===== src/logic/mem_defines.svh =====
`ifndef MEM_DEFINES_SVH
`define MEM_DEFINES_SVH

////////////////////
// widths

`define REG_W       32
`define ADDR_W      12   // byte address.
`define OP_W        8
`define RADDR_W     5

`define RAM_WORDS   1024 // covers the whole byte address space.

////////////////////
// opcodes

`define EXE_ALU_OP   8'h01 // result passes through.
`define EXE_LD_B_OP  8'h10
`define EXE_LD_BU_OP 8'h11
`define EXE_LD_H_OP  8'h12
`define EXE_LD_W_OP  8'h14
`define EXE_LL_OP    8'h15
`define EXE_ST_B_OP  8'h18
`define EXE_ST_H_OP  8'h19
`define EXE_ST_W_OP  8'h1a

////////////////////
// flow control

`define MEM_CREDITS    4 // queue depth, also issuer credits.
`define WB_CREDITS_MAX 8

`endif


===== src/logic/mem_pkg.sv =====
`include "mem_defines.svh"

package mem_pkg;

    // data word.
    typedef logic [`REG_W-1:0] word_t;

    // byte address into the data RAM.
    typedef logic [`ADDR_W-1:0] addr_t;

    // execute opcode.
    typedef logic [`OP_W-1:0] aluop_t;

    // register file index.
    typedef logic [`RADDR_W-1:0] raddr_t;

    // one enable per byte lane.
    typedef logic [3:0] be_t;

endpackage


===== src/logic/mem1_stage.sv =====
`timescale 1ns/1ps
`include "mem_defines.svh"

module mem1_stage (
    input  logic                clk,
    input  logic                rst,
    input  logic                in_valid_i,
    input  mem_pkg::aluop_t     in_aluop_i,
    input  logic                in_wreg_i,
    input  mem_pkg::raddr_t     in_waddr_i,
    input  mem_pkg::word_t      in_wdata_i,
    input  mem_pkg::addr_t      in_addr_i,
    input  mem_pkg::word_t      in_sdata_i,
    output logic                ram_en_o,
    output mem_pkg::be_t        ram_we_o,
    output logic [`ADDR_W-3:0]  ram_addr_o,
    output mem_pkg::word_t      ram_wdata_o,
    output logic                m2_valid_o,
    output mem_pkg::aluop_t     m2_aluop_o,
    output logic                m2_wreg_o,
    output mem_pkg::raddr_t     m2_waddr_o,
    output mem_pkg::word_t      m2_wdata_o,
    output mem_pkg::addr_t      m2_addr_o
);
    import mem_pkg::*;

    logic   m1_valid;
    aluop_t m1_aluop;
    logic   m1_wreg;
    raddr_t m1_waddr;
    word_t  m1_wdata;
    addr_t  m1_addr;
    word_t  m1_sdata;
    logic   is_load;
    logic   is_store;
    be_t    st_be;
    word_t  st_data;

    ////////////////////
    // mem1 register

    always_ff @(posedge clk) begin
        if (rst) begin
            m1_valid <= 1'b0;
        end else begin
            m1_valid <= in_valid_i;
        end
    end

    always_ff @(posedge clk) begin
        m1_aluop <= in_aluop_i;
        m1_wreg  <= in_wreg_i;
        m1_waddr <= in_waddr_i;
        m1_wdata <= in_wdata_i;
        m1_addr  <= in_addr_i;
        m1_sdata <= in_sdata_i;
    end

    ////////////////////
    // RAM request

    assign is_load  = m1_aluop inside {`EXE_LD_B_OP, `EXE_LD_BU_OP, `EXE_LD_H_OP,
                                       `EXE_LD_W_OP, `EXE_LL_OP};
    assign is_store = m1_aluop inside {`EXE_ST_B_OP, `EXE_ST_H_OP, `EXE_ST_W_OP};

    always_comb begin
        st_be   = '0;
        st_data = m1_sdata;
        case (m1_aluop)
            `EXE_ST_B_OP: begin
                st_be   = 4'b0001 << m1_addr[1:0];
                st_data = {4{m1_sdata[7:0]}}; // same byte on every lane.
            end
            `EXE_ST_H_OP: begin
                if (!m1_addr[0]) begin
                    st_be = m1_addr[1] ? 4'b1100 : 4'b0011;
                end
                st_data = {2{m1_sdata[15:0]}};
            end
            `EXE_ST_W_OP: begin
                if (m1_addr[1:0] == 2'b00) begin
                    st_be = 4'b1111;
                end
            end
            default: ;
        endcase
    end

    // misaligned stores drop out here with empty enables.
    assign ram_en_o    = m1_valid & (is_load | (is_store & (|st_be)));
    assign ram_we_o    = m1_valid ? st_be : 4'b0000;
    assign ram_addr_o  = m1_addr[`ADDR_W-1:2]; // word index.
    assign ram_wdata_o = st_data;

    ////////////////////
    // mem2 slot

    always_ff @(posedge clk) begin
        if (rst) begin
            m2_valid_o <= 1'b0;
        end else begin
            m2_valid_o <= m1_valid;
        end
    end

    always_ff @(posedge clk) begin
        m2_aluop_o <= m1_aluop;
        m2_wreg_o  <= m1_wreg;
        m2_waddr_o <= m1_waddr;
        m2_wdata_o <= m1_wdata;
        m2_addr_o  <= m1_addr;
    end

    a_known_op: assert property (@(posedge clk) disable iff (rst)
        in_valid_i |-> in_aluop_i inside {`EXE_ALU_OP, `EXE_LD_B_OP, `EXE_LD_BU_OP,
                                          `EXE_LD_H_OP, `EXE_LD_W_OP, `EXE_LL_OP,
                                          `EXE_ST_B_OP, `EXE_ST_H_OP, `EXE_ST_W_OP})
        else $error("mem1_stage: undefined opcode %h issued", in_aluop_i);

endmodule


===== config.mk =====
export PLATFORM = sky130hd
export DESIGN_NAME = mem1_stage
export DESIGN_NICKNAME = d
export VERILOG_FILES = /design/src/logic/mem_pkg.sv /design/src/logic/mem1_stage.sv
export VERILOG_INCLUDE_DIRS = /design/src /design/src/logic
export SDC_FILE = /design/constraint.sdc
export NUM_CORES = 1
export LEC_CHECK = 0
export ABC_CLOCK_PERIOD_IN_PS = 4400
export BUFFER_PORTS_ARGS = -buffer_cell sky130_fd_sc_hd__buf_2
export CAP_MARGIN = 20
export CORE_MARGIN = 5
export CORE_UTILIZATION = 47
export DETAILED_ROUTE_END_ITERATION = 10
export PLACE_DENSITY = 0.83
export SYNTH_ARGS = -nofsm -noshare
export SYNTH_HDL_FRONTEND = slang
export SYNTH_SLANG_ARGS = --single-unit

===== constraint.sdc =====
create_clock -name clk -period 4.4 [get_ports clk]
set_clock_uncertainty 0.15 [all_clocks]
set_input_delay 0.44 -clock clk [delete_from_list [all_inputs] [get_ports clk]]
set_output_delay 0.44 -clock clk [all_outputs]
set_load 0.03 [all_outputs]

==> results.py <==
metrics = {
    "power": {
        "p_int_w": 0.00239,
        "clkPwrFrac_pct": 44.1,
        "pwr-share-seq_pct": 46.5,
        "power_density_mw_per_mm2": 512,
        "power_w": 0.00316,
        "vdd_drop_max_uv": 328,
        "combPwrFrac_pct": 9.4,
        "power.switching_w": 0.000765,
        "p_sw_share_pct": 24.2,
        "p_leak_nw": 2.94,
    },
    "status": {
        "status": "finished clean",
    },
    "routing": {
        "drt-total-wl_mm": 11.7,
        "via_per_inst": 4.55,
        "drc": 0,
        "drt_first_pass_iters": 4,
        "vias": 2923,
        "wire_per_inst_um": 18.2,
        "postRouteAntennaNets": 0,
        "drtIter0Drc": 91,
    },
    "placement": {
        "dp_slack_ns": 1.46,
        "placed_cells": 520,
        "portBuffers": 198,
        "hpwl_mm": 6.80,
        "gp_congestion": 0.737,
    },
    "hold_path": {
        "hold_class": "primary input to register",
    },
    "cts": {
        "cts_hold_buf": 91,
        "cts_resized": 0,
        "clock_path_buffers": 2,
        "worstSkewPairLatency_ns": 0.49,
        "cts_root_buf": "clkbuf_8",
        "cts_buffers": 17,
        "path_clk_slew_ns": 0.06,
        "cts_sinks": 150,
        "htreeDepth": 4,
        "cts_post_setup_buffers_inserted": 0,
        "cts_tree": "built",
    },
    "timing": {
        "tns_ns": 0,
        "setup_viol": 0,
        "maxSlewHeadroom_pct": 43.2,
        "rsz0062_at_grt": "false",
        "worst_slew_pin_slew_ns": 0.852,
        "fmax_ghz": 0.286,
        "min_period_over_period_pct": 79.4,
        "finalHoldViolations": 0,
        "final_max_slew_viol_count": 0,
        "period_needed_ns": 3.49,
        "setup_ws_ns": 0.908,
    },
    "critical_path": {
        "slowest_delay_ns": 0.82,
        "crit_fanout": 16,
        "path_class": "register to output port",
        "cp_num_buf_inv": 1,
        "endpoint_kind": "output port",
        "cpMaxStageDelayCell": "and3_1",
        "critical_path.top_delay_family": "simple AND/OR/NAND/NOR gates",
        "start_kind": "register",
        "cp_cell_sequence": "nor2b_1 > and3_1 > mux2_2 > buf_2",
        "cp.arrival_ns": 2.90,
        "required_ns": 3.81,
    },
    "finish": {
        "fillerInstances": 429,
        "mostFrequentLayoutCells": "198 x buf_2, 150 x dfxtp_1, 91 x dlygate4sd3_1",
        "final_common_cell": "buf_2",
        "final_util_pct": 79.5,
        "synthToLayoutAreaGrowth_pct": 63.9,
        "final_cells": 642,
        "layout.nets": 621,
        "drive_gt1_share_pct": 45.7,
        "seq_area_mm2": 0.00300,
        "diodes": 0,
        "multi_input_area_um2": 556,
    },
    "die": {
        "io_pins": 199,
        "rows": 32,
        "die_h_um": 99.5,
        "die_w_um": 99.5,
        "initial_core_util_pct": 48.5,
        "dieArea_mm2": 0.00991,
        "coreArea_mm2": 0.00777,
    },
    "global_route": {
        "grt_max_degree": 17,
        "grt_usage_pct": 23.9,
        "grt_pass1_wl_mm": 17.9,
        "overflow": 0,
        "grt_pass1_vias": 3315,
        "antenna_found_initial": 0,
    },
    "logic_synthesis": {
        "synth_area_per_cell_um2": 15.2,
        "synthesis.nets": 341,
        "ys_ff_latch": 150,
        "syn_area_mm2": 0.00377,
        "synth_cell_types": 27,
        "yosysWarnings": 0,
        "synth_cells": 248,
        "ys_seq_area_share_pct": 79.7,
    },
    "job": {
        "timing.max_cap.violations": 0,
    },
}
==> state kept, by name (all words and copies together), names as in the netlist <==
register,flops
m1_addr,12
m1_aluop,8
m1_sdata,32
m1_valid,1
m1_waddr,5
m1_wdata,32
m1_wreg,1
m2_addr_o,12
m2_aluop_o,8
m2_valid_o,1
m2_waddr_o,5
m2_wdata_o,32
m2_wreg_o,1
==> power groups by stage <==
stage | sequential (W) | clock [W] | combinational (W)
2_1_floorplan | 0.00154 | 0 | 0.0000902
3_3_place_gp | 0.00149 | 0 | 0.000223
3_5_place_dp | 0.00149 | 0 | 0.000226
4_1_cts | 0.00146 | 0.00140 | 0.000291
5_1_grt | 0.00147 | 0.00148 | 0.000313
6_report | 0.00147 | 0.00139 | 0.000298
==> logic make-up after synthesis <==
family                 after synthesis  synth area share, %
AO/OA/AOI/OAI                       27                 4.25
XOR/XNOR                             1                0.233
buffers and inverters               31                 5.55
flip-flops                         150                 79.7
multiplexers                        25                 7.37
AND/OR/NAND/NOR                     14                 2.89
==> final timing paths <==
kind	startpoint	to	slack (ns)	cells past startpoint
worst max-delay path	m1_aluop[3]$_DFF_P_	ram_wdata_o[21]	0.91	4
worst min register to register	m1_waddr[2]$_DFF_P_	m2_waddr_o[2]$_DFF_P_	0.18	0
worst min-delay path	in_valid_i	m1_valid$_SDFF_PP0_	0.06	2
worst max register to register	m1_aluop[0]$_DFF_P_	m2_aluop_o[0]$_DFF_P_	3.24	0
==> layer usage <==
metal / up-vias / routed length (um) / GRT usage (%)
met5: - / 0 / 0
met4: 0 / 285 / 9.56
met3: 26 / 1130 / 10.3
met2: 156 / 6120 / 42.9
met1: 1372 / 4120 / 24.2
li1: 1369 / - / -
==> stage by stage <==
step	cell area (um^2)	hold slack [ns]
2_1_floorplan	3770	0.160
4_1_cts	6170	0.0443
6_report	6170	0.0592
3_3_place_gp	4690	0.160
5_1_grt	6170	0.0611
3_5_place_dp	4690	0.162
==> area by class of cell <==
| class | instances | share of cell area [%] |
|---|---|---|
| Sequential cell | 150 | 48.6 |
| Clock buffer | 19 | 6.99 |
| Inverter | 3 | 0.182 |
| Timing Repair Buffer | 289 | 30.8 |
| Multi-Input combinational cell | 67 | 9.00 |
| Clock inverter | 12 | 2.31 |
| Tap cell | 102 | 2.07 |
==> cells in the mapped netlist <==
| library cell | count | share of area (%) |
|---|---|---|
| nor2b_1 | 3 | 0.50 |
| buf_1 | 1 | 0.10 |
| xor2_1 | 1 | 0.23 |
| o2111ai_1 | 1 | 0.23 |
| nor2_1 | 1 | 0.10 |
| o22ai_1 | 1 | 0.17 |
| a2111oi_2 | 1 | 0.40 |
| and3_1 | 1 | 0.17 |
| clkbuf_1 | 4 | 0.40 |
| buf_4 | 19 | 3.8 |
| buf_6 | 1 | 0.30 |
| nand4_2 | 1 | 0.33 |
| nand3_1 | 2 | 0.27 |
| a31oi_1 | 8 | 1.3 |
| mux2_4 | 2 | 0.80 |
| mux2i_1 | 9 | 2.4 |
| nor3b_1 | 2 | 0.40 |
| a21oi_1 | 12 | 1.6 |
| nor4b_4 | 1 | 0.63 |
| inv_1 | 3 | 0.30 |
| mux2_2 | 14 | 4.2 |
| buf_8 | 1 | 0.40 |
| and3b_1 | 1 | 0.23 |
| nor3_1 | 2 | 0.27 |
| dfxtp_1 | 150 | 80 |
| o21ai_0 | 4 | 0.53 |
| buf_2 | 2 | 0.27 |
Power figures use the tool's default switching activity.
