$ cat src/logic/mem_defines.svh
`ifndef MEM_DEFINES_SVH
`define MEM_DEFINES_SVH

////////////////////
// widths

`define REG_W       32
`define ADDR_W      12   // byte address.
`define OP_W        8
`define RADDR_W     5

`define RAM_WORDS   1024 // covers the whole byte address space.

////////////////////
// opcodes

`define EXE_ALU_OP   8'h01 // result passes through.
`define EXE_LD_B_OP  8'h10
`define EXE_LD_BU_OP 8'h11
`define EXE_LD_H_OP  8'h12
`define EXE_LD_W_OP  8'h14
`define EXE_LL_OP    8'h15
`define EXE_ST_B_OP  8'h18
`define EXE_ST_H_OP  8'h19
`define EXE_ST_W_OP  8'h1a

////////////////////
// flow control

`define MEM_CREDITS    4 // queue depth, also issuer credits.
`define WB_CREDITS_MAX 8

`endif

$ cat src/logic/mem_pkg.sv
`include "mem_defines.svh"

package mem_pkg;

    // data word.
    typedef logic [`REG_W-1:0] word_t;

    // byte address into the data RAM.
    typedef logic [`ADDR_W-1:0] addr_t;

    // execute opcode.
    typedef logic [`OP_W-1:0] aluop_t;

    // register file index.
    typedef logic [`RADDR_W-1:0] raddr_t;

    // one enable per byte lane.
    typedef logic [3:0] be_t;

endpackage

$ cat src/logic/mem2_stage.sv
`timescale 1ns/1ps
`include "mem_defines.svh"

module mem2_stage (
    input  logic            m2_valid_i,
    input  mem_pkg::aluop_t m2_aluop_i,
    input  logic            m2_wreg_i,
    input  mem_pkg::raddr_t m2_waddr_i,
    input  mem_pkg::word_t  m2_wdata_i,
    input  mem_pkg::addr_t  m2_addr_i,
    input  logic            data_ok_i,
    input  mem_pkg::word_t  cache_data_i,
    output logic            r_valid_o,
    output logic            r_wreg_o,
    output mem_pkg::raddr_t r_waddr_o,
    output mem_pkg::word_t  r_wdata_o,
    output logic            fwd_load_o,
    output logic            fwd_ready_o,
    output logic            fwd_wreg_o,
    output mem_pkg::raddr_t fwd_waddr_o,
    output mem_pkg::word_t  fwd_wdata_o
);
    import mem_pkg::*;

    logic        is_load;
    logic [7:0]  byte_sel;
    logic [15:0] half_sel;
    word_t       ld_data;

    assign is_load = m2_aluop_i inside {`EXE_LD_B_OP, `EXE_LD_BU_OP, `EXE_LD_H_OP,
                                        `EXE_LD_W_OP, `EXE_LL_OP};

    ////////////////////
    // lane select

    always_comb begin
        case (m2_addr_i[1:0])
            2'b00:   byte_sel = cache_data_i[7:0];
            2'b01:   byte_sel = cache_data_i[15:8];
            2'b10:   byte_sel = cache_data_i[23:16];
            default: byte_sel = cache_data_i[31:24];
        endcase
    end

    assign half_sel = m2_addr_i[1] ? cache_data_i[31:16] : cache_data_i[15:0];

    // non-loads keep their execute result.
    always_comb begin
        ld_data = m2_wdata_i;
        if (is_load && data_ok_i) begin
            case (m2_aluop_i)
                `EXE_LD_B_OP:  ld_data = {{(`REG_W-8){byte_sel[7]}}, byte_sel};
                `EXE_LD_BU_OP: ld_data = {{(`REG_W-8){1'b0}}, byte_sel};
                `EXE_LD_H_OP: begin
                    if (m2_addr_i[0]) begin
                        ld_data = '0; // odd half address reads as zero.
                    end else begin
                        ld_data = {{(`REG_W-16){half_sel[15]}}, half_sel};
                    end
                end
                `EXE_LD_W_OP,
                `EXE_LL_OP:    ld_data = cache_data_i;
                default: ;
            endcase
        end
    end

    assign r_valid_o = m2_valid_i;
    assign r_wreg_o  = m2_wreg_i;
    assign r_waddr_o = m2_waddr_i;
    assign r_wdata_o = ld_data;

    ////////////////////
    // forwarding

    assign fwd_load_o  = m2_valid_i & is_load;
    assign fwd_ready_o = m2_valid_i & (~is_load | data_ok_i);
    assign fwd_wreg_o  = m2_valid_i & m2_wreg_i;
    assign fwd_waddr_o = m2_waddr_i;
    assign fwd_wdata_o = ld_data;

    // a load slot never waits for its data.
    always_comb begin
        if (m2_valid_i && is_load) begin
            a_load_has_data: assert (data_ok_i)
                else $error("mem2_stage: load slot without data_ok");
        end
    end

endmodule

$ cat config.mk
export PLATFORM = sky130hd
export DESIGN_NAME = mem2_stage
export DESIGN_NICKNAME = d
export VERILOG_FILES = /design/src/logic/mem_pkg.sv /design/src/logic/mem2_stage.sv
export VERILOG_INCLUDE_DIRS = /design/src /design/src/logic
export SDC_FILE = /design/constraint.sdc
export NUM_CORES = 1
export LEC_CHECK = 0
export BUFFER_PORTS_ARGS = -buffer_cell sky130_fd_sc_hd__clkbuf_2
export CAP_MARGIN = 20
export CORE_MARGIN = 3
export CORE_UTILIZATION = 30
export DETAILED_ROUTE_END_ITERATION = 8
export PLACE_DENSITY = 0.92
export SLEW_MARGIN = 20
export SYNTH_ARGS = -nofsm -noshare
export SYNTH_HDL_FRONTEND = slang
export SYNTH_SLANG_ARGS = --single-unit
$ cat constraint.sdc
create_clock -name vclk -period 1.77
set_input_delay 0.177 -clock vclk [all_inputs]
set_output_delay 0.177 -clock vclk [all_outputs]
set_load 0.03 [all_outputs]
==> results by group, run 1 <==
Yosys
  – Gate Count Post-Synth: 175
  – Mapped Area: 1291 sq um
  – Net Count, Synth: 267
  – Syn_area_per_cell: 7.379 sq um
  – Sequential-to-total area share from yosys stat: 0%
  – Synth cell types: 26
  – Syn. warnings: 0

Pwr
  – Maximum vdd drop: 0.1614 mV
  – Power density over the cells: 267.1 nW/um^2
  – P_leak: 1.481 nW

GRT
  – Vias in the first global route: 2236
  – Largest net degree at the start of global routing: 21
  – First-pass GRT wire length: 11250 um
  – Remaining global-route overflow: 0
  – Tot GR Track Use: 27.34%
  – Initial antenna violation count: 0

Critical path
  – Crit. End Element: output pin
  – CP Launch Type: input pin
  – Crit-path max FO: 8
  – CP arrival: 1.74 ns
  – WS Path Type: in2out
  – Worst Path Required: 1.59 ns

Drt
  – Detailed Routing Iterations Pass 1: 4
  – Routed Antenna Nets: 0
  – Residual DRC: 0
  – Final WL: 7906 um
  – Iteration-0 DRC Markers: 142
  – Vias: 2078
  – Vias per inst: 5.937
  – WL per Instance: 22.59 um

STA
  – Post-layout min period: 1.921 ns
  – Final hold vios: 0
  – Slew HR: 77.92%
  – Crit share post-route: 108.5%
  – Fmax: 0.5207 GHz
  – Slew @ Worst Pin: 0.3312 ns
  – Slew Limit Fails: 0
  – Setup violations, final: 64
  – Final WS setup: -0.1506 ns
  – Fin Setup TNS: -6.792 ns
  – RSZ-0062 raised after global routing: yes

Final layout
  – Area growth syn-to-layout: 141.6%
  – Nets: 394
  – Most common cell after layout, fill and taps aside: clkbuf_2
  – Ant. Diodes: 0
  – Register area: 0 sq um
  – Multi-input logic area: 1339 sq um
  – Finished layout cell area: 3119 sq um
  – Commonest cells after routing, fill and taps aside: 78 x clkbuf_2, 37 x buf_8, 24 x buf_4, 20 x clkbuf_8, 17 x buf_6
  – Final Util: 76.33%
  – # clk buffers: 0
  – Layout cell share with drive strength beyond 1: 88.67%
  – Fillcell total: 273
  – FFs & Latches: 0

Die
  – Core Footprint: 4086 sq um
  – # IOs: 171
  – Initial Util: 31.60%
  – DIE WIDTH: 71.61 um
  – Die Y: 71.61 um
  – Num rows: 23
  – Die ar.: 5127 sq um

Placement
  – Pre-CTS WS: -0.1876 ns
  – Port Buffers: 146
  – Placed cell area: 2127 sq um
  – Final HPWL DP: 4926 um
  – Placer Congestion: 0.8687

Hold path
  – HP Class: in2out

Flow run
  – Max Cap Viol: 0

Clock tree
  – Post-CTS Hold Buffers: 0

Run status
  – Run status: finished, violations left
  – Failing checks: setup timing
-- metrics by stage --
stage	total power, mW	cells	hold WS [ns]
after floorplan	0.4703	175	0.4857
after global placement	0.5773	340	0.3543
after detailed placement	0.5888	340	0.3543
after CTS	0.7485	347	0.3543
after global routing	0.8676	350	0.3541
final	0.8330	350	0.3540
-- cell families after synthesis --
family	share of synthesized area (%)
muxes	14.83
AOI/OAI and AO/OA	32.46
buffers and inverters	32.27
and+or+nand+nor	20.45
-- cell type report --
cell class	instances	share of cell area, %
well taps	50	2.006
inverters	2	0.2407
repair buffers	182	54.83
multi-input cells	116	42.92
-- synth_stat cells, types with 6 or more instances --
library cell	number	share of area (%)
a32oi_1	7	4.7
a21oi_1	22	8.5
and3_1	19	9.2
mux4_2	8	14
a22oi_1	7	4.1
nor2_1	17	4.9
a211o_1	17	12
buf_4	44	26
buf_2	6	2.3
clkbuf_1	7	2.0
-- final timing paths --
| kind | from | end | slack, ns | cells past startpoint |
|---|---|---|---|---|
| worst min-delay path | m2_waddr_i[3] | fwd_waddr_o[3] | 0.35 | 0 |
| worst max-delay path | cache_data_i[31] | fwd_wdata_o[28] | -0.15 | 6 |
-- worst max-delay path: stages --
cell and delay [ns]:
buf_6 0.10, mux4_2 0.49, a22o_4 0.28, and4_4 0.21
a211o_4 0.35, buf_8 0.14
-- repair_timing --
| action | in CTS | in global routing |
|---|---|---|
| gates resized for setup | 161 | 79 |
| gates cloned | 3 | 3 |
| buffers inserted | 4 | 1 |
| setup endpoints to repair | 64 | 65 |
| pin swaps | 8 | 18 |
| hold endpoints to repair | 0 | 0 |
-- report_power, final --
| group | leakage, nW | internal (mW) | switching [mW] |
|---|---|---|---|
| sequential | 0 | 0 | 0 |
| combinational | 1.48 | 0.410 | 0.423 |
| clock | 0 | 0 | 0 |
| total | 1.48 | 0.410 | 0.423 |
-- layer usage --
metal | vias to the layer above | track usage (%) | share of wire, %
met1 | 1000 | 28.62 | 32
met2 | 162 | 53.06 | 55
met3 | 35 | 5.049 | 8.8
met5 | - | 0 | 0
met4 | 0 | 10.44 | 3.9
li1 | 881 | - | -
No activity file was read; power rests on OpenSTA's default activity.
==> run 2: changes to the inputs <==
CORE_UTILIZATION = 36   (was 30)
PLACE_DENSITY = 0.95   (was 0.92)
clock period = 2.3 ns   (was 1.77 ns; I/O delays follow)
==> results by group, run 2 (synthesized netlist as in run 1, its figures left out) <==
Placement
  – Total instance count after detailed placement: 316
  – Placer Congestion: 0.8925
  – Final HPWL DP: 4197 um
  – Placed cell area: 1760 sq um
  – Port Buffers: 146

GRT
  – Vias in the first global route: 1540
  – Initial antenna violation count: 0
  – Remaining global-route overflow: 0
  – First-pass GRT wire length: 7155 um
  – Largest net degree at the start of global routing: 33
  – Tot GR Track Use: 20.40%

Clock tree
  – CTS resizes: 0
  – Post-CTS Hold Buffers: 0
  – Post-CTS Setup Bufs: 0

Die
  – Die Y: 65.89 um
  – Initial Util: 38.10%
  – Die ar.: 4341 sq um
  – # IOs: 171
  – Num rows: 21
  – DIE WIDTH: 65.89 um
  – Core Footprint: 3390 sq um

Drt
  – Routed Antenna Nets: 0
  – WL per Instance: 15.82 um
  – Residual DRC: 0
  – Iteration-0 DRC Markers: 154
  – Final WL: 4998 um
  – Vias per inst: 5.437
  – Detailed Routing Iterations Pass 1: 4
  – Vias: 1718

Pwr
  – Clock network power share: 0%
  – Power density over the cells: 229.4 nW/um^2
  – P_leak: 1.072 nW
  – Sw frac: 63.19%
  – Maximum vdd drop: 0.1065 mV
  – Combinational group share of total power: 100.0%
  – Part of the power in registers: 0%
  – Internal: 148.6 uW
  – Switch Pwr: 255.2 uW

Critical path
  – Worst Path Required: 2.07 ns
  – Crit. End Element: output pin
  – Crit path to: fwd_wdata_o[20]
  – WS Path Type: in2out
  – CP arrival: 1.82 ns
  – Crit-path max FO: 13
  – Critical path origin: m2_aluop_i[2]
  – CP Launch Type: input pin

STA
  – Slew HR: 60.74%
  – Fmax: 0.4890 GHz
  – Setup violations, final: 0
  – Post-layout min period: 2.045 ns
  – RSZ-0062 raised after global routing: no
  – Final hold vios: 0
  – Slew @ Worst Pin: 0.5868 ns
  – Slew Limit Fails: 0
  – Crit share post-route: 88.92%

Final layout
  – Finished layout cell area: 1760 sq um
  – Layout cell share with drive strength beyond 1: 64.07%
  – Nets: 364
  – Layout Cells excl Fill: 316
  – FFs & Latches: 0
  – # clk buffers: 0
  – Register area: 0 sq um
  – Area growth syn-to-layout: 36.34%
  – Commonest cells after routing, fill and taps aside: 146 x clkbuf_2, 19 x and3_1, 17 x nor2_1, 17 x a211o_1, 14 x a21oi_1
  – Most common cell after layout, fill and taps aside: clkbuf_2
  – Ant. Diodes: 0

Run status
  – Run status: complete, no violations

Flow run
  – Max Cap Viol: 0

Hold path
  – HP Class: in2out
==> run 2: changes by cell type in the layout (fill, tap and decap cells not counted), moves of 9 or more <==
cell | previous run | this run
a21oi_1 | 5 | 14
nor2_1 | 5 | 17
clkbuf_8 | 20 | 0
clkbuf_2 | 78 | 146
buf_8 | 37 | 0
a211o_1 | 0 | 17
and3_1 | 5 | 19
buf_6 | 17 | 0
a211o_4 | 15 | 0
and3_4 | 13 | 0
buf_4 | 24 | 8
==> run 2: final cells by class <==
type	count	area, sq um
Fill cell	347	1629
Tap cell	46	57.56
Inverter	2	7.507
Timing Repair Buffer	154	790.8
Multi-Input combinational cell	114	904.6
==> run 2: worst min path at each step <==
stage                       start        endpoint  slack [ns]  depth (start not counted)
floorplan           m2_waddr_i[0]  fwd_waddr_o[0]        0.59                          1
global placement    m2_waddr_i[2]    r_waddr_o[2]        0.46                          0
detailed placement  m2_waddr_i[2]    r_waddr_o[2]        0.46                          0
CTS                 m2_waddr_i[2]    r_waddr_o[2]        0.46                          0
global route        m2_waddr_i[1]    r_waddr_o[1]        0.46                          0
finish              m2_waddr_i[0]    r_waddr_o[0]        0.46                          0
==> run 2: per-stage QoR <==
step	power, mW	hold slack (ns)	setup TNS [ns]	worst slack [ns]	utilization [%]
2_1_floorplan	0.3226	0.5917	-0.01299	-0.006495	-
3_3_place_gp	0.3961	0.4603	0	0.2897	51.94
3_5_place_dp	0.4027	0.4603	0	0.2584	51.94
4_1_cts	0.4037	0.4603	0	0.2571	51.94
5_1_grt	0.4274	0.4601	0	0.1285	51.94
6_report	0.4038	0.4600	0	0.2549	51.94
==> run 2: power groups by stage <==
stage	Sequential, mW	Clock [mW]	Combinational [mW]
floorplan	0	0	0.323
global placement	0	0	0.396
detailed placement	0	0	0.403
CTS	0	0	0.404
global route	0	0	0.427
finish	0	0	0.404
==> run 2: critical path, cell delays in order <==
cell and delay [ns]:
clkbuf_2 0.12, o21ai_0 0.37, nand4b_1 0.30, buf_4 0.28, a211o_1 0.32, clkbuf_2 0.19
==> run 2: per-layer routing <==
metal	part of all wire [%]	GRT usage, %	wire length [um]
met2	51	37.92	2544
met1	38	25.67	1879
met3	11	2.721	533
met4	0.80	1.554	40
met5	0	0	0
