`src/logic/mem_defines.svh`:
```
`ifndef MEM_DEFINES_SVH
`define MEM_DEFINES_SVH

////////////////////
// widths

`define REG_W       32
`define ADDR_W      12   // byte address.
`define OP_W        8
`define RADDR_W     5

`define RAM_WORDS   1024 // covers the whole byte address space.

////////////////////
// opcodes

`define EXE_ALU_OP   8'h01 // result passes through.
`define EXE_LD_B_OP  8'h10
`define EXE_LD_BU_OP 8'h11
`define EXE_LD_H_OP  8'h12
`define EXE_LD_W_OP  8'h14
`define EXE_LL_OP    8'h15
`define EXE_ST_B_OP  8'h18
`define EXE_ST_H_OP  8'h19
`define EXE_ST_W_OP  8'h1a

////////////////////
// flow control

`define MEM_CREDITS    4 // queue depth, also issuer credits.
`define WB_CREDITS_MAX 8

`endif

```
`src/logic/mem_pkg.sv`:
```
`include "mem_defines.svh"

package mem_pkg;

    // data word.
    typedef logic [`REG_W-1:0] word_t;

    // byte address into the data RAM.
    typedef logic [`ADDR_W-1:0] addr_t;

    // execute opcode.
    typedef logic [`OP_W-1:0] aluop_t;

    // register file index.
    typedef logic [`RADDR_W-1:0] raddr_t;

    // one enable per byte lane.
    typedef logic [3:0] be_t;

endpackage

```
`src/logic/result_fifo.sv`:
```
`timescale 1ns/1ps
`include "mem_defines.svh"

module result_fifo (
    input  logic            clk,
    input  logic            rst,
    input  logic            r_valid_i,
    input  logic            r_wreg_i,
    input  mem_pkg::raddr_t r_waddr_i,
    input  mem_pkg::word_t  r_wdata_i,
    input  logic            wb_credit_i,
    output logic            wb_valid_o,
    output mem_pkg::raddr_t wb_waddr_o,
    output mem_pkg::word_t  wb_wdata_o,
    output logic            credit_o
);
    import mem_pkg::*;

    localparam int PTR_W  = $clog2(`MEM_CREDITS);
    localparam int FILL_W = PTR_W + 1;
    localparam int CNT_W  = $clog2(`WB_CREDITS_MAX + 1);

    raddr_t            q_waddr [`MEM_CREDITS];
    word_t             q_wdata [`MEM_CREDITS];
    logic [PTR_W-1:0]  wr_ptr;
    logic [PTR_W-1:0]  rd_ptr;
    logic [FILL_W-1:0] fill;
    logic [CNT_W-1:0]  wb_cnt;
    logic              push;
    logic              no_wreg;
    logic              send;
    logic              pend_q;

    assign push    = r_valid_i & r_wreg_i;
    assign no_wreg = r_valid_i & ~r_wreg_i;
    // hold the send when it would make a third credit in one cycle.
    assign send    = (wb_cnt != '0) && (fill != '0) && !(pend_q && no_wreg);

    always_ff @(posedge clk) begin
        if (push) begin
            q_waddr[wr_ptr] <= r_waddr_i;
            q_wdata[wr_ptr] <= r_wdata_i;
        end
        if (send) begin
            wb_waddr_o <= q_waddr[rd_ptr];
            wb_wdata_o <= q_wdata[rd_ptr];
        end
    end

    ////////////////////
    // pointers and credits

    always_ff @(posedge clk) begin
        if (rst) begin
            wr_ptr     <= '0;
            rd_ptr     <= '0;
            fill       <= '0;
            wb_cnt     <= '0;
            wb_valid_o <= 1'b0;
            credit_o   <= 1'b0;
            pend_q     <= 1'b0;
        end else begin
            if (push) wr_ptr <= wr_ptr + 1'b1;
            if (send) rd_ptr <= rd_ptr + 1'b1;
            fill       <= fill + FILL_W'(push) - FILL_W'(send);
            wb_cnt     <= wb_cnt + CNT_W'(wb_credit_i) - CNT_W'(send);
            wb_valid_o <= send;
            credit_o   <= send | no_wreg | pend_q;
            pend_q     <= (send & no_wreg) | (pend_q & (send | no_wreg)); // surplus credit.
        end
    end

    a_no_overflow: assert property (@(posedge clk) disable iff (rst)
        push |-> fill != FILL_W'(`MEM_CREDITS))
        else $error("result_fifo: push into a full queue");

    a_cnt_bound: assert property (@(posedge clk) disable iff (rst)
        (wb_credit_i && !send) |-> wb_cnt < CNT_W'(`WB_CREDITS_MAX))
        else $error("result_fifo: writeback credit counter overflow");

endmodule

```
`config.mk`:
```
export PLATFORM = sky130hd
export DESIGN_NAME = result_fifo
export DESIGN_NICKNAME = d
export VERILOG_FILES = /design/src/logic/mem_pkg.sv /design/src/logic/result_fifo.sv
export VERILOG_INCLUDE_DIRS = /design/src /design/src/logic
export SDC_FILE = /design/constraint.sdc
export NUM_CORES = 1
export LEC_CHECK = 0
export BUFFER_PORTS_ARGS = -buffer_cell sky130_fd_sc_hd__buf_2
export CORE_MARGIN = 3
export CORE_UTILIZATION = 51
export DETAILED_ROUTE_END_ITERATION = 12
export PLACE_DENSITY_LB_ADDON = 0.2
export SLEW_MARGIN = 30
export SYNTH_ARGS = -nofsm -noshare
export SYNTH_HDL_FRONTEND = slang
export SYNTH_SLANG_ARGS = --single-unit
```
`constraint.sdc`:
```
create_clock -name clk -period 4.8 [get_ports clk]
set_input_delay 1.2 -clock clk [delete_from_list [all_inputs] [get_ports clk]]
set_output_delay 1.2 -clock clk [all_outputs]
set_load 0.05 [all_outputs]
```
==> key figures, run 1 <==
Run status
  – Status: finished clean

Global route
  – Number of global-route vias before repair: 3468
  – GRT overflow: 0
  – Largest net degree at the start of global routing: 41
  – First-pass GRT wire length: 19.2 mm
  – All-Layer GR Usage: 0.165
  – Initial antenna violation count: 0

STA
  – Worst Slack Setup Final: 1720 ps
  – Fmax: 325 MHz
  – Clock skew: 8.44 ps
  – Final TNS setup: 0 ps
  – Hold Violations, Final: 0
  – Worst Tran Pin Value: 816 ps
  – RSZ-0062 raised after global routing: no
  – Final setup violating endpoints: 0
  – Final Max Tran Viols: 0
  – Max-slew headroom: 0.456
  – Final worst-path cycle share: 0.641
  – Min Clock Period, post-route: 3080 ps

Floorplan
  – Die X: 125 µm
  – Rows: 42
  – Die Footprint: 15600 µm²
  – Initial Util: 0.533
  – IO Count: 81
  – Die Y: 125 µm
  – Core box area: 13600 µm²

Worst hold path
  – Hold_sp: wr_ptr[1]
  – Hold Path Class: reg2reg
  – WHS Path Cells: 2
  – Hold EP: wr_ptr[1]

Logic synthesis
  – Synth area leaders: edfxtp_1 77%, mux4_2 12%, dfxtp_1 3.9%, ha_1 1.6%, fa_1 0.55%
  – Number of synthesized flops with an enable pin: 185
  – Yosys warnings: 0
  – Area leader, netlist: edfxtp_1
  – Avg Cell Area, Syn: 22.9 µm²
  – Synth Net Count: 369
  – Number of synthesized register bits: 199
  – Count of cell types in the netlist: 34
  – Post-synth top flop: edfxtp_1
  – Post-Syn Area: 7220 µm²
  – Cells after Synth: 316
  – Register area share after synthesis: 0.808
  – Share of the synthesized area in the top cell type: 0.769
  – Ys async rst share: 0

Clock tree
  – Postcts setup bufs: 0
  – Reg clk slew, reported paths: 70 ps
  – Clock Sinks: 199
  – Clk Latency, worst-skew pair: 430 ps
  – TritonCTS buffer count: 17
  – CTS tree: done
  – CTS max path bufs: 2
  – Cts hold-fix bufs: 0
  – CTS Root Cell: clkbuf_16
  – Post_cts resized: 0
  – CTS H-tree depth: 4

Power and ir drop
  – NetSw: 1790 µW
  – Leakage: 0.00282 µW
  – Pint: 3340 µW
  – Sequential share of power: 0.471
  – Pwr/cell area: 613 nW/µm²
  – Gate power share: 0.273
  – Max rail drop VDD: 0.384 mV
  – Clock power frac: 0.256
  – Sw Ratio: 0.349

Place
  – GPL Wtd Cong: 0.725
  – IO buf count: 80
  – Post-DP HPWL: 6.83 mm
  – Setup Slack @ Placement: 1270 ps

Route
  – Initial DRT Pass Iterations: 4
  – ANT nets after route: 0
  – Detailed Route Iter0 Violations: 279
  – DR WL/cell: 20.4 µm
  – Via count: 3227
  – DRC viols: 0
  – Via density: 5.43
  – Drt total wl: 12.1 mm

Setup path
  – Critical Path AT: 3430 ps
  – Worst setup SP type: input pin
  – Slowest stage cell, crit path: or3_4
  – R2r setup slk: 2080 ps
  – Worst Path Buf+Inv: 3
  – CP Class: in2reg
  – Crit. End Element: flip-flop
  – Worst r2r dst: fill[2]
  – Worst path required time: 5160 ps
  – CP delay by family, top: simple AND/OR/NAND/NOR gates
  – Crit-path max cell delay: 370 ps
  – Worst Reg-to-Reg Cells: 12
  – Crit Path Max Fanout: 19
  – Worst path cell trace: buf_2, and3b_1, or3_4, clkinv_2, xnor2_1, ha_1, inv_1, fa_1, xor2_1, and2_1, nor3_1
  – Worst r2r src: wb_cnt[2]

Cells and area
  – Area delta synth->final: 16.0%
  – Antenna cells: 0
  – Layout cells sized above 1: 0.388
  – Layout Nets: 458

Flow run
  – Max Cap Viol: 0
==> metal layers <==
layer	global-route usage	share of wire	routed length (µm)
met1	0.217	0.43	5180
met2	0.262	0.50	6110
met3	0.0461	0.047	571
met4	0.0733	0.019	231
met5	0	0	0
==> synth_stat cells, drive strengths merged (3+ instances only) <==
master  instances
nor2b           5
dfxtp          14
mux4           37
edfxtp        185
clkbuf          6
buf             5
inv             7
mux2            3
a21oi           5
and3            4
nor2           10
ha              9
==> registers in the layout, summed over array words and instances, names as in the netlist <==
signal and count:
wb_waddr_o 5, q_wdata 128, wr_ptr 2, pend_q 1, wb_valid_o 1, credit_o 1, q_waddr 20, wb_cnt 4
rd_ptr 2, wb_wdata_o 32, fill 3
==> logic make-up (layout without fill, tap and decap cells) <==
kind of cell | after synthesis | count (layout) | synth area share
adders and majority gates | 11 | 11 | 0.0211
AOI/OAI and AO/OA | 9 | 9 | 0.00693
buffers and inverters | 19 | 121 | 0.0113
DFF | 199 | 199 | 0.808
muxes | 40 | 40 | 0.121
xor gates and xnor gates | 4 | 4 | 0.00485
and+or+nand+nor | 34 | 34 | 0.0270
==> cell type report <==
| cell class | count | area (µm²) |
|---|---|---|
| sequential | 199 | 5840 |
| multi-input combinational | 98 | 1320 |
| clock inverter | 15 | 124 |
| inverter | 8 | 31.3 |
| timing repair buffer | 81 | 408 |
| clock buffer | 17 | 425 |
| tap | 176 | 220 |
| fill | 952 | 5180 |
==> placed cells by master (no fill, tap or decap), drive strengths merged, types with 2 or more instances in the layout <==
cell and instances:
a21oi 5, nand2b 2, xnor2 2, ha 9
clkinvlp 5, inv 12, buf 81, xor2 2
nor3 2, fa 2, nor2 10, nor2b 5
clkbuf 17, o21ai 2, edfxtp 185, or3 2
nand2 2, mux4 37, mux2 3, and3 4
dfxtp 14, clkinv 6
==> stage by stage <==
stage               total power, µW   util  instance area, µm²  std cells  hold slack [ps]
global placement               3860  0.576                7810        562              489
detailed placement             3880  0.577                7830        562              498
CTS                            5190  0.618                8380        594              509
global route                   5370  0.618                8380        594              536
floorplan                      3520      -                7220        316              469
finish                         5130  0.618                8380        594              506
==> power groups by stage <==
stage	logic (µW)	registers [µW]	clock network, µW
6_report	1400	2420	1310
5_1_grt	1490	2460	1420
4_1_cts	1420	2430	1340
3_5_place_dp	1420	2460	0
3_3_place_gp	1400	2460	0
2_1_floorplan	574	2940	0
==> worst max path at each step <==
stage | start | endpoint | slack, ps | cells past startpoint
5_1_grt | r_wreg_i | fill[2] | 1560 | 11
3_3_place_gp | r_wreg_i | fill[2] | 1360 | 11
4_1_cts | r_wreg_i | fill[2] | 1720 | 11
2_1_floorplan | r_wreg_i | fill[2] | 1490 | 10
3_5_place_dp | r_wreg_i | fill[2] | 1270 | 11
6_report | r_wreg_i | fill[2] | 1720 | 11
==> tightest hold or removal path: cells and delay by family (launching register included) <==
family | cells | cell delay, ps
DFF | 1 | 340
and+or+nand+nor | 1 | 60
AOI/OAI and AO/OA | 1 | 60
No activity file was read; power rests on OpenSTA's default activity.
==> run 2, diff against run 1 <==
==> constraint.sdc (replaced) <==
create_clock -name clk -period 2.6 [get_ports clk]
set_input_delay 0.65 -clock clk [delete_from_list [all_inputs] [get_ports clk]]
set_output_delay 0.65 -clock clk [all_outputs]
set_load 0.05 [all_outputs]
==> key figures, run 2 (synthesized netlist as in run 1, its figures left out) <==
Cells and area
  – Biggest register: q_wdata
  – Number of fillers in the final layout: 943
  – Layout Nets: 469
  – Max reg flops: 128
  – Commonest non-fill, non-tap cell in the layout: edfxtp_1
  – Regs by FF count: q_wdata: 128 flops, wb_wdata_o: 32 flops, q_waddr: 20 flops
  – Layout cells sized above 1: 0.394
  – Antenna cells: 0
  – Area delta synth->final: 18.1%
  – Most frequent cells in the layout: 185 x edfxtp_1, 80 x buf_2, 37 x mux4_2, 17 x clkbuf_16, 12 x dfxtp_1

STA
  – RSZ-0062 raised after global routing: no
  – Hold Violations, Final: 0
  – Final Max Tran Viols: 0
  – Min Clock Period, post-route: 2440 ps
  – Worst Tran Pin Value: 591 ps
  – Fmax: 410 MHz
  – Final worst-path cycle share: 0.938
  – Clock skew: 10.2 ps
  – Final setup violating endpoints: 0
  – Fin Hold WS: 432 ps
  – Final TNS setup: 0 ps
  – Max-slew headroom: 0.606

Setup path
  – Worst path required time: 2940 ps
  – CP Class: reg2reg
  – Crit Path Max Fanout: 5
  – Critical Path AT: 2780 ps
  – Worst setup SP type: flip-flop
  – Crit. End Element: flip-flop

Clock tree
  – CTS H-tree depth: 4
  – Clock Sinks: 199
  – CTS tree: done
  – TritonCTS buffer count: 17
  – Post_cts resized: 0
  – Cts hold-fix bufs: 0
  – CTS max path bufs: 2
  – Clk Latency, worst-skew pair: 430 ps
  – Reg clk slew, reported paths: 70 ps
  – CTS Root Cell: clkbuf_16
  – Postcts setup bufs: 0

Route
  – DR WL/cell: 20.0 µm
  – Drt total wl: 12.1 mm
  – Detailed Route Iter0 Violations: 236
  – ANT nets after route: 0
  – Initial DRT Pass Iterations: 4
  – Via density: 5.39
  – DRC viols: 0
  – Via count: 3262

Floorplan
  – Rows: 42
  – Initial Util: 0.533
  – Die Y: 125 µm
  – Die X: 125 µm
  – IO Count: 81
  – Core box area: 13600 µm²
  – Die Footprint: 15600 µm²

Power and ir drop
  – Sw Ratio: 0.334
  – Pwr/cell area: 1130 nW/µm²
  – Sequential share of power: 0.454
  – Max rail drop VDD: 0.628 mV
  – Clock power frac: 0.262
  – Leakage: 0.00292 µW
  – Gate power share: 0.284
  – Pint: 6420 µW
  – NetSw: 3220 µW

Global route
  – Initial antenna violation count: 1
  – GRT overflow: 0
  – All-Layer GR Usage: 0.164
  – Largest net degree at the start of global routing: 39
  – First-pass GRT wire length: 19.3 mm
  – Number of global-route vias before repair: 3439

Place
  – IO buf count: 80
  – Post-DP HPWL: 7.23 mm
  – GPL Wtd Cong: 0.682

Flow run
  – Max Cap Viol: 0

Run status
  – Status: finished clean

Worst hold path
  – Hold Path Class: in2reg
[run 2: critical path, stage by stage, from the launching register on]
cell	delay (ps)
dfxtp_1	310
inv_1	50
ha_1	210
nor3b_2	170
or3_4	390
clkinv_8	70
xnor2_1	110
ha_1	170
inv_1	50
fa_1	380
xor2_1	160
and2_1	160
nor3_1	150
[run 2: layer usage]
layer / track usage / share of wire
met2: 0.264 / 0.51
met1: 0.215 / 0.41
met3: 0.0512 / 0.064
met5: 0 / 0.0011
met4: 0.0599 / 0.012
[run 2: worst paths after layout]
check                                   start        endpoint  slack (ps)  cells after the start
worst min-delay path            r_wdata_i[24]  q_wdata[1][24]         430                      1
worst max register to register      wb_cnt[2]         fill[2]         160                     12
worst max-delay path                wb_cnt[2]         fill[2]         160                     12
worst min register to register         pend_q          pend_q         520                      2
[run 2: power groups by stage]
| stage | Combinational, µW | Sequential (µW) | Clock [µW] |
|---|---|---|---|
| 2_1_floorplan | 1080 | 5420 | 0 |
| 3_3_place_gp | 2720 | 4450 | 0 |
| 3_5_place_dp | 2780 | 4440 | 0 |
| 4_1_cts | 2790 | 4390 | 2560 |
| 5_1_grt | 2930 | 4430 | 2700 |
| 6_report | 2740 | 4370 | 2520 |
[run 2: through the flow]
step                setup slack, ps  utilization  total power, µW  cell area [µm²]  cells
detailed placement            -61.7        0.587             7220             7950    573
floorplan                      73.7            -             6510             7230    316
global route                   17.9        0.629            10100             8530    605
global placement               54.8        0.587             7170             7950    573
CTS                             103        0.629             9740             8520    605
finish                          161        0.629             9640             8530    605
[run 2: area by class of cell]
cell class              instances  area (µm²)  share of cell area
flip-flops and latches        199        5840               0.685
inverters                       8        42.5             0.00499
clock buffers                  22         464              0.0544
well taps                     176         220              0.0258
multi-input cells              98        1310               0.154
repair buffers                 92         541              0.0634
clock inverters                10         105              0.0123
==> run 3, diff against run 2 <==
--- a/config.mk
+++ b/config.mk
@@ -10,7 +10,9 @@
 export CORE_MARGIN = 3
 export CORE_UTILIZATION = 51
 export DETAILED_ROUTE_END_ITERATION = 12
+export HOLD_SLACK_MARGIN = 0.12
 export PLACE_DENSITY_LB_ADDON = 0.2
+export REMOVE_ABC_BUFFERS = 1
 export SLEW_MARGIN = 30
 export SYNTH_ARGS = -nofsm -noshare
 export SYNTH_HDL_FRONTEND = slang
==> key figures, run 3 (synthesized netlist as in run 1, its figures left out) <==
Floorplan
  – Rows: 42
  – Core box area: 13600 µm²
  – Die Y: 125 µm
  – Initial Util: 0.533
  – IO Count: 81
  – Die X: 125 µm
  – Die Footprint: 15600 µm²

Clock tree
  – Cts hold-fix bufs: 0
  – CTS Root Cell: clkbuf_16
  – CTS tree: done
  – TritonCTS buffer count: 17
  – Clk Latency, worst-skew pair: 430 ps
  – Clock Sinks: 199
  – CTS H-tree depth: 4
  – CTS max path bufs: 2
  – Reg clk slew, reported paths: 70 ps
  – Postcts setup bufs: 0
  – Post_cts resized: 0

Setup path
  – Worst Path Buf+Inv: 3
  – CP Class: reg2reg
  – Worst setup SP type: flip-flop
  – Slowest stage cell, crit path: or3_4
  – Crit. End Element: flip-flop
  – CP delay by family, top: simple AND/OR/NAND/NOR gates
  – Worst Reg-to-Reg Cells: 12
  – R2r setup slk: 200 ps
  – Crit Path Max Fanout: 4
  – Worst path required time: 2960 ps
  – Worst path cell trace: inv_1, ha_1, nor3b_1, or3_4, clkinv_2, xnor2_1, ha_1, inv_1, fa_1, xor2_1, and2_1, nor3_1
  – Worst r2r src: wb_cnt[2]
  – Crit-path max cell delay: 400 ps
  – Worst r2r dst: fill[2]
  – Critical Path AT: 2760 ps

STA
  – Min Clock Period, post-route: 2400 ps
  – Fmax: 417 MHz
  – Final TNS setup: 0 ps
  – Final Max Tran Viols: 0
  – Worst Tran Pin Value: 797 ps
  – RSZ-0062 raised after global routing: no
  – Clock skew: 11.2 ps
  – Final worst-path cycle share: 0.923
  – Hold Violations, Final: 0
  – Final setup violating endpoints: 0
  – Max-slew headroom: 0.469
  – Worst Slack Setup Final: 201 ps

Global route
  – Met3 usage: 0.0525
  – Met2 Use GR: 0.275
  – GRT overflow: 0
  – Number of global-route vias before repair: 3536
  – Largest net degree at the start of global routing: 41
  – Gr busiest metal: met2
  – Initial antenna violation count: 0
  – All-Layer GR Usage: 0.166
  – Met1 GRT Util: 0.208
  – First-pass GRT wire length: 19.5 mm

Route
  – Drt total wl: 12.1 mm
  – Via count: 3305
  – DRC viols: 0
  – Initial DRT Pass Iterations: 5
  – ANT nets after route: 0
  – DR WL/cell: 20.0 µm
  – Detailed Route Iter0 Violations: 261
  – Via density: 5.44

Place
  – IO buf count: 80
  – Dpl cell area: 8020 µm²
  – Placed instance count: 575
  – Setup Slack @ Placement: 6.87 ps
  – Post-DP HPWL: 7.52 mm
  – GPL Wtd Cong: 0.722

Cells and area
  – Max reg flops: 128
  – Commonest non-fill, non-tap cell in the layout: edfxtp_1
  – Layout Nets: 471
  – Number of fillers in the final layout: 922
  – Layout cells sized above 1: 0.404
  – Final cell count without fillers: 607
  – Most frequent cells in the layout: 185 x edfxtp_1, 80 x buf_2, 37 x mux4_2, 17 x clkbuf_16, 12 x dfxtp_1
  – Antenna cells: 0
  – Biggest register: q_wdata
  – Fin area: 8630 µm²
  – Area delta synth->final: 19.5%
  – Regs by FF count: q_wdata: 128 flops, wb_wdata_o: 32 flops, q_waddr: 20 flops

Power and ir drop
  – Gate power share: 0.276
  – NetSw: 3300 µW
  – Sequential share of power: 0.449
  – Pint: 6510 µW
  – Max rail drop VDD: 0.601 mV
  – Clock power frac: 0.275
  – Pwr/cell area: 1140 nW/µm²
  – Sw Ratio: 0.336
  – Leakage: 0.00296 µW

Worst hold path
  – Hold Path Class: in2reg
  – Hold EP: q_waddr[2][3]
  – WHS Path Cells: 1
  – Hold_sp: r_waddr_i[3]

Flow run
  – Max Cap Viol: 0

Run status
  – Status: finished clean
run 3: stage by stage:
step           hold WS (ps)   util  total power, µW
2_1_floorplan           463      -             6470
6_report                430  0.637             9810
5_1_grt                 416  0.637            10200
4_1_cts                 410  0.637             9930
3_5_place_dp            510  0.591             7230
3_3_place_gp            490  0.591             7210
run 3: worst register-to-register path: stages, from the launching register on:
cell and delay (ps):
dfxtp_1 320, inv_1 50, ha_1 200, nor3b_1 150, or3_4 400, clkinv_2 80
xnor2_1 120, ha_1 170, inv_1 50, fa_1 380, xor2_1 160, and2_1 150
nor3_1 110
run 3: worst max path at each step:
stage	cells after the start	end	from	slack (ps)
floorplan	10	fill[2]	r_wreg_i	-160
global placement	11	fill[2]	r_valid_i	80
detailed placement	11	fill[2]	r_valid_i	7
CTS	12	fill[2]	wb_cnt[2]	180
global route	12	fill[2]	wb_cnt[2]	50
finish	12	fill[2]	wb_cnt[2]	200
run 3: power groups by stage:
stage          clock [µW]  combinational [µW]  sequential (µW)
6_report             2700                2710             4400
5_1_grt              2890                2890             4470
4_1_cts              2760                2750             4420
3_5_place_dp            0                2750             4480
3_3_place_gp            0                2720             4490
2_1_floorplan           0                 913             5560
run 3: layer usage:
metal | part of all wire | vias up
li1 | - | 1496
met1 | 0.42 | 1724
met2 | 0.52 | 67
met3 | 0.041 | 18
met4 | 0.019 | 0
met5 | 0 | -
run 3: layout make-up:
cell class | count | area, µm² | share of cell area
Clock inverter | 15 | 188 | 0.0217
Multi-Input combinational cell | 98 | 1310 | 0.152
Timing Repair Buffer | 94 | 618 | 0.0716
Inverter | 8 | 31.3 | 0.00362
Sequential cell | 199 | 5840 | 0.677
Clock buffer | 17 | 425 | 0.0493
Tap cell | 176 | 220 | 0.0255
